<file path="src/rtl/hazard_pkg.sv">
`default_nettype none

package hazard_pkg;

    ////////////////////
    // Basic vectors
    ////////////////////

    typedef logic [4:0]  reg_idx_t;
    typedef logic [31:0] word_t;
    typedef logic [4:0]  trap_id_t;

    ////////////////////
    // Pipeline control
    ////////////////////

    // Ordered by priority, so a larger code always wins
    typedef enum logic [2:0] {
        HC_NONE        = 3'd0,
        HC_STALL_EARLY = 3'd1,
        HC_FLUSH_EARLY = 3'd2,
        HC_STALL_MMU   = 3'd3,
        HC_FLUSH_ALL   = 3'd4
    } hazard_code_t;

    // Register boundaries, named after the stage they feed
    typedef enum logic [1:0] {
        STAGE_ID  = 2'd0,
        STAGE_EX  = 2'd1,
        STAGE_MEM = 2'd2
    } stage_t;

    ////////////////////
    // Trap causes
    ////////////////////

    // RISC-V mcause exception codes
    localparam trap_id_t TRAP_MISALIGNED_PC    = 5'd0;
    localparam trap_id_t TRAP_ILLEGAL_INST     = 5'd2;
    localparam trap_id_t TRAP_INST_PAGE_FAULT  = 5'd12;
    localparam trap_id_t TRAP_LOAD_PAGE_FAULT  = 5'd13;
    localparam trap_id_t TRAP_STORE_PAGE_FAULT = 5'd15;
    // Not a real cause, marks an idle cycle
    localparam trap_id_t TRAP_NONE             = 5'd31;

    ////////////////////
    // Fault bundles
    ////////////////////

    // Faults raised by fetch, travels from IF/ID onwards
    typedef struct packed {
        logic  pc_misaligned;
        logic  inst_fault;
        logic  load_fault;
        logic  store_fault;
        word_t va;
    } fetch_fault_t;

    // Faults raised by the data side in MEM
    typedef struct packed {
        logic inst_fault;
        logic load_fault;
        logic store_fault;
    } mem_fault_t;

    // Fetch faults plus the decoded word, from ID/EX onwards
    typedef struct packed {
        fetch_fault_t fetch;
        logic         invalid_inst;
        word_t        inst;
    } ex_bundle_t;

    localparam int ID_BUNDLE_W = $bits(fetch_fault_t);
    localparam int EX_BUNDLE_W = $bits(ex_bundle_t);

endpackage

`default_nettype wire

</file>
<file path="src/rtl/hazard_detect.sv">
`timescale 1ns/10ps
`default_nettype none

module hazard_detect (
    input  hazard_pkg::reg_idx_t     id_rs1,
    input  hazard_pkg::reg_idx_t     id_rs2,
    input  hazard_pkg::reg_idx_t     ex_rd,
    input  logic                     ex_mem_read,
    input  logic                     pc_sel,
    input  logic                     csr_branch,
    input  logic                     jump_taken,
    input  logic                     stall_imem,
    input  logic                     stall_dmem,
    input  logic                     trap_pending,
    output hazard_pkg::hazard_code_t hazard
);
    import hazard_pkg::*;

    logic redirect;
    logic mem_stall;
    logic load_use;

    ////////////////////
    // Conditions
    ////////////////////

    // Any redirect of the PC flushes the whole pipe
    assign redirect  = pc_sel | csr_branch | trap_pending;
    assign mem_stall = stall_imem | stall_dmem;

    // x0 never carries a dependency
    assign load_use = ex_mem_read
                    && (ex_rd != '0)
                    && ((ex_rd == id_rs1) || (ex_rd == id_rs2));

    ////////////////////
    // Priority
    ////////////////////

    always_comb begin
        if (redirect) begin
            hazard = HC_FLUSH_ALL;
        end else if (mem_stall) begin
            hazard = HC_STALL_MMU;
        end else if (jump_taken) begin
            hazard = HC_FLUSH_EARLY;
        end else if (load_use) begin
            hazard = HC_STALL_EARLY;
        end else begin
            hazard = HC_NONE;
        end
    end

endmodule

`default_nettype wire

</file>
<file path="src/rtl/hazard_unit.sv">
`timescale 1ns/10ps
`default_nettype none

module hazard_unit (
    input  logic                     clk,
    input  logic                     rst_n,

    // Operands
    input  hazard_pkg::reg_idx_t     id_rs1,
    input  hazard_pkg::reg_idx_t     id_rs2,
    input  hazard_pkg::reg_idx_t     ex_rd,
    input  logic                     ex_mem_read,

    // Redirects
    input  logic                     pc_sel,
    input  logic                     csr_branch,
    input  logic                     jump_taken,

    // Memory stalls
    input  logic                     stall_imem,
    input  logic                     stall_dmem,

    // Faults
    input  hazard_pkg::fetch_fault_t fetch_fault,
    input  logic                     invalid_inst,
    input  hazard_pkg::word_t        decode_inst,
    input  hazard_pkg::mem_fault_t   dmem_fault,

    output hazard_pkg::hazard_code_t hazard,
    output hazard_pkg::trap_id_t     trap_id,
    output hazard_pkg::word_t        fault_inst,
    output hazard_pkg::word_t        fault_va
);
    import hazard_pkg::*;

    logic trap_pending;

    // A taken trap flushes everything behind it
    assign trap_pending = (trap_id != TRAP_NONE);

    hazard_detect detect_i (
        .id_rs1      (id_rs1),
        .id_rs2      (id_rs2),
        .ex_rd       (ex_rd),
        .ex_mem_read (ex_mem_read),
        .pc_sel      (pc_sel),
        .csr_branch  (csr_branch),
        .jump_taken  (jump_taken),
        .stall_imem  (stall_imem),
        .stall_dmem  (stall_dmem),
        .trap_pending(trap_pending),
        .hazard      (hazard)
    );

    // Same control code as the datapath registers
    trap_track track_i (
        .clk         (clk),
        .rst_n       (rst_n),
        .hazard      (hazard),
        .fetch_fault (fetch_fault),
        .invalid_inst(invalid_inst),
        .decode_inst (decode_inst),
        .dmem_fault  (dmem_fault),
        .trap_id     (trap_id),
        .fault_inst  (fault_inst),
        .fault_va    (fault_va)
    );

endmodule

`default_nettype wire

</file>
<file path="src/rtl/stage_reg.sv">
`timescale 1ns/10ps
`default_nettype none

module stage_reg #(
    parameter hazard_pkg::stage_t STAGE = hazard_pkg::STAGE_ID,
    parameter int                 WIDTH = 32
) (
    input  logic                     clk,
    input  logic                     rst_n,
    input  hazard_pkg::hazard_code_t hazard,
    input  logic [WIDTH-1:0]         d,
    output logic [WIDTH-1:0]         q
);
    import hazard_pkg::*;

    logic load;
    logic clear;

    // Boundary action for this stage
    always_comb begin
        case (hazard)
            HC_FLUSH_ALL: begin
                load  = 1'b0;
                clear = 1'b1;
            end
            HC_STALL_MMU: begin
                load  = 1'b0;
                clear = 1'b0;
            end
            HC_FLUSH_EARLY: begin
                // Jump kills the instruction in ID only
                load  = (STAGE != STAGE_ID);
                clear = (STAGE == STAGE_ID);
            end
            HC_STALL_EARLY: begin
                // ID holds, bubble into EX, MEM drains
                load  = (STAGE == STAGE_MEM);
                clear = (STAGE == STAGE_EX);
            end
            HC_NONE: begin
                load  = 1'b1;
                clear = 1'b0;
            end
            default: begin
                load  = 1'b0;
                clear = 1'b0;
            end
        endcase
    end

    always_ff @(posedge clk or negedge rst_n) begin
        if (!rst_n) begin
            q <= '0;
        end else if (clear) begin
            q <= '0;
        end else if (load) begin
            q <= d;
        end
    end

endmodule

`default_nettype wire

</file>
<file path="src/rtl/trap_track.sv">
`timescale 1ns/10ps
`default_nettype none

module trap_track (
    input  logic                     clk,
    input  logic                     rst_n,
    input  hazard_pkg::hazard_code_t hazard,
    input  hazard_pkg::fetch_fault_t fetch_fault,
    input  logic                     invalid_inst,
    input  hazard_pkg::word_t        decode_inst,
    input  hazard_pkg::mem_fault_t   dmem_fault,
    output hazard_pkg::trap_id_t     trap_id,
    output hazard_pkg::word_t        fault_inst,
    output hazard_pkg::word_t        fault_va
);
    import hazard_pkg::*;

    fetch_fault_t id_q;
    ex_bundle_t   ex_d;
    ex_bundle_t   ex_q;
    ex_bundle_t   mem_q;

    logic any_inst_fault;
    logic any_load_fault;
    logic any_store_fault;

    ////////////////////
    // Shadow pipeline
    ////////////////////

    // IF/ID boundary, fetch faults only
    stage_reg #(
        .STAGE(STAGE_ID),
        .WIDTH(ID_BUNDLE_W)
    ) id_reg_i (
        .clk   (clk),
        .rst_n (rst_n),
        .hazard(hazard),
        .d     (fetch_fault),
        .q     (id_q)
    );

    // Decode adds its own fault and the instruction word
    assign ex_d = '{
        fetch:        id_q,
        invalid_inst: invalid_inst,
        inst:         decode_inst
    };

    // ID/EX boundary
    stage_reg #(
        .STAGE(STAGE_EX),
        .WIDTH(EX_BUNDLE_W)
    ) ex_reg_i (
        .clk   (clk),
        .rst_n (rst_n),
        .hazard(hazard),
        .d     (ex_d),
        .q     (ex_q)
    );

    // EX/MEM boundary, nothing new joins in EX
    stage_reg #(
        .STAGE(STAGE_MEM),
        .WIDTH(EX_BUNDLE_W)
    ) mem_reg_i (
        .clk   (clk),
        .rst_n (rst_n),
        .hazard(hazard),
        .d     (ex_q),
        .q     (mem_q)
    );

    ////////////////////
    // Trap cause
    ////////////////////

    // Data side faults join those carried down from fetch
    assign any_inst_fault  = mem_q.fetch.inst_fault  | dmem_fault.inst_fault;
    assign any_load_fault  = mem_q.fetch.load_fault  | dmem_fault.load_fault;
    assign any_store_fault = mem_q.fetch.store_fault | dmem_fault.store_fault;

    always_comb begin
        if (mem_q.fetch.pc_misaligned) begin
            trap_id = TRAP_MISALIGNED_PC;
        end else if (mem_q.fetch.inst_fault) begin
            // Older than anything decode could report
            trap_id = TRAP_INST_PAGE_FAULT;
        end else if (mem_q.invalid_inst) begin
            trap_id = TRAP_ILLEGAL_INST;
        end else if (any_inst_fault) begin
            trap_id = TRAP_INST_PAGE_FAULT;
        end else if (any_load_fault) begin
            trap_id = TRAP_LOAD_PAGE_FAULT;
        end else if (any_store_fault) begin
            trap_id = TRAP_STORE_PAGE_FAULT;
        end else begin
            trap_id = TRAP_NONE;
        end
    end

    // Reported for the trap handler, valid whenever trap_id is
    assign fault_inst = mem_q.inst;
    assign fault_va   = mem_q.fetch.va;

endmodule

`default_nettype wire

</file>
<file path="config.mk">
export PLATFORM = sky130hd
export DESIGN_NAME = hazard_unit
export DESIGN_NICKNAME = d
export VERILOG_FILES = /design/src/rtl/hazard_pkg.sv /design/src/rtl/hazard_detect.sv /design/src/rtl/hazard_unit.sv /design/src/rtl/stage_reg.sv /design/src/rtl/trap_track.sv
export SDC_FILE = /design/constraint.sdc
export NUM_CORES = 1
export LEC_CHECK = 0
export BUFFER_PORTS_ARGS = -buffer_cell sky130_fd_sc_hd__clkbuf_2
export CORE_ASPECT_RATIO = 1.2
export CORE_MARGIN = 10
export CORE_UTILIZATION = 54
export DETAILED_ROUTE_END_ITERATION = 12
export GPL_TIMING_DRIVEN = 0
export PLACE_DENSITY = 0.81
export SLEW_MARGIN = 20
export SYNTH_ARGS = -nofsm -noshare
export SYNTH_HDL_FRONTEND = slang
export SYNTH_SLANG_ARGS = --single-unit
</file>
<file path="constraint.sdc">
create_clock -name clk -period 2.8 [get_ports clk]
set_input_delay 0 -clock clk [delete_from_list [all_inputs] [get_ports clk]]
set_output_delay 0 -clock clk [all_outputs]
set_load 0.01 [all_outputs]
</file>
==> out/summary.txt <==
status: complete, no violations
die height: 145 um
PortBufs: 166
most frequent cell after synthesis: dfrtp_1
main flop type after synthesis: dfrtp_1
synth warn: 0
Slew Limit Headroom: 0.414
gr ovfl total: 0
clk root buf: clkbuf_16
Core Box Area: 0.0128 mm^2
Post-synth ARST share: 1.00
First DRT Iteration DRCs: 474
I/O Pins: 167
Post-synth top cells: dfrtp_1 (174), nand2_1 (130), a22o_1 (105)
top post-synthesis cells by area: dfrtp_1 (61%), a22o_1 (13%), buf_4 (8.1%)
Worst Path Arrival: 3030 ps
Starting Density: 0.554
Vias: 5594
placed insts: 955
Final Skew: 10.0 ps
Bufs on Longest Clock Path: 2
layout cells sized above 1: 0.321
Hold Violations, Final: 0
Post-Synthesis Net Count: 719
Critical Path Source Type: flip-flop
Tightest Hold Check Type: input pin to flip-flop
P_leak: 4.71 nW
DRT Pass-1 Iters: 5
CTS tree: done
Crit Path Class: flip-flop to flip-flop
worst-margin pin slew: 875 ps
Residual DRC: 0
Tmin final: 2680 ps
area leader, netlist: dfrtp_1
first-pass GRT wire length: 30300 um
die width: 125 um
sequential fraction of the synthesis area: 0.615
antenna viol nets, final: 0
Post-Route WL: 18700 um
Final Wtd Congestion: 0.829
vias per cell: 5.28
CP required: 3150 ps
max cap viols: 0
Fmax: 373 MHz
largest net degree at the start of global routing: 98
Syn Inst Count: 624
Wirelength per Cell: 17.6 um
cell area after synthesis: 0.00709 mm^2
Crit. End Element: flip-flop
Max Fanout on Critical Path: 10
later-pin clock latency in the skew report: 420 ps
fin cells: 1060
vias in the first global route: 5963
worst-case vdd ir drop: 0.000408 V
area growth from synthesis to layout: 34.1%
Die ar.: 0.0181 mm^2
Tot GR Track Use: 0.202
Post-synth EDFFs: 0
FF+latch count, synth: 174
clock-pin transition on the worst setup and hold timing paths: 70 ps
placed wire-length estimate: 12800 um
post-synth top area share: 0.615
Final setup viols: 0
Slew Limit Fails: 0
initial antenna violation count: 1
RSZ-0062 raised after global routing: no
H-tree depth: 4
Avg Cell Area, Syn: 11.4 um^2
# nets final: 977
Clock Sinks: 174
clock buffer count from CTS: 17
library cells used by synthesis: 26
Period Utilization, post-route: 0.957
Core Rows: 45
Pwr Density: 555 mW/mm^2
final core utilization: 0.743
worst paths after layout:
check	end	slack [ps]	from	cells past startpoint
setup / recovery	track_i.ex_reg_i.q[29]	120	track_i.mem_reg_i.q[32]	6
hold / removal	track_i.id_reg_i.q[0]	50	jump_taken	3
setup reg to reg	track_i.ex_reg_i.q[29]	120	track_i.mem_reg_i.q[32]	6
hold reg to reg	track_i.ex_reg_i.q[68]	500	track_i.ex_reg_i.q[68]	1
max in group asynchronous	track_i.mem_reg_i.q[33]	1800	rst_n	3
min in group asynchronous	track_i.id_reg_i.q[24]	160	rst_n	2
registers in the layout (all words and copies together) (netlist names):
name                 count
track_i.mem_reg_i.q     69
track_i.id_reg_i.q      36
track_i.ex_reg_i.q      69
per-layer routing:
| metal | GRT usage | vias up | share of wire |
|---|---|---|---|
| met5 | 0 | - | 0 |
| met4 | 0.0583 | 0 | 0.015 |
| met3 | 0.0528 | 25 | 0.059 |
| met2 | 0.354 | 192 | 0.52 |
| met1 | 0.236 | 2753 | 0.40 |
| li1 | - | 2624 | - |
logic make-up (layout without fill, tap and decap cells):
family	count (synthesis)	in the layout	synth area share
AO/OA/AOI/OAI	175	175	0.183
flip-flops	174	174	0.615
AND/OR/NAND/NOR	154	154	0.0909
buffers and inverters	111	382	0.0996
XOR/XNOR	10	10	0.0124
other	0	1	0
timing repair:
item	4_1_cts	5_1_grt
resized for setup	0	2
hold buffers	72	0
endpoints found under the setup margin	0	2
setup buffers	0	0
hold endpoints to repair	151	0
layout make-up:
cell class / count / area, um^2
Fill cell: 838 / 3280
Sequential cell: 174 / 4350
Clock inverter: 14 / 179
Inverter: 3 / 11.3
Tap cell: 164 / 205
Multi-Input combinational cell: 339 / 2030
Buffer: 108 / 696
Clock buffer: 18 / 439
Antenna cell: 1 / 2.50
Timing Repair Buffer: 239 / 1590
where the power goes:
part	switching (mW)	internal, mW	leakage, nW	total (mW)
clock network	0.999	1.45	0.300	2.45
logic	0.164	0.143	1.98	0.306
registers	0.00163	2.52	2.43	2.52
total	1.16	4.11	4.71	5.27
placed cells by master, fill, tap and decap left out, drive strengths merged:
master and instances:
inv 9, o22ai 1, bufinv 3, xnor2 10, nor3 2, nor2 8, nor4 1, buf 85
a22o 105, dlygate4sd3 72, nor3b 1, and3 5, or4 3, dfrtp 174, a31o 1, a211oi 1
a21oi 67, clkinv 3, nand3 2, clkbuf 208, nand2 131, clkinvlp 2, diode 1, or2 1
worst max-delay path: stages, from the launching register on:
cell	delay (ps)
dfrtp_1	420
or4_4	590
nor4_4	440
nand2_2	160
a21oi_2	400
clkbuf_1	400
a22o_1	210
through the flow:
stage | total power, mW | TNS (ps) | hold slack (ps) | instance area, um^2 | setup slack, ps
2_1_floorplan | 2.63 | 0 | -296 | 7090 | 637
3_3_place_gp | 2.78 | -187150 | 217 | 8120 | -1090
3_5_place_dp | 2.79 | 0 | 61.4 | 8160 | 72.5
4_1_cts | 5.29 | 0 | 34.0 | 9500 | 107
5_1_grt | 5.43 | 0 | 62.5 | 9500 | 23.3
6_report | 5.27 | 0 | 49.4 | 9500 | 119
Note: power is estimated with default switching activity, not from simulation.
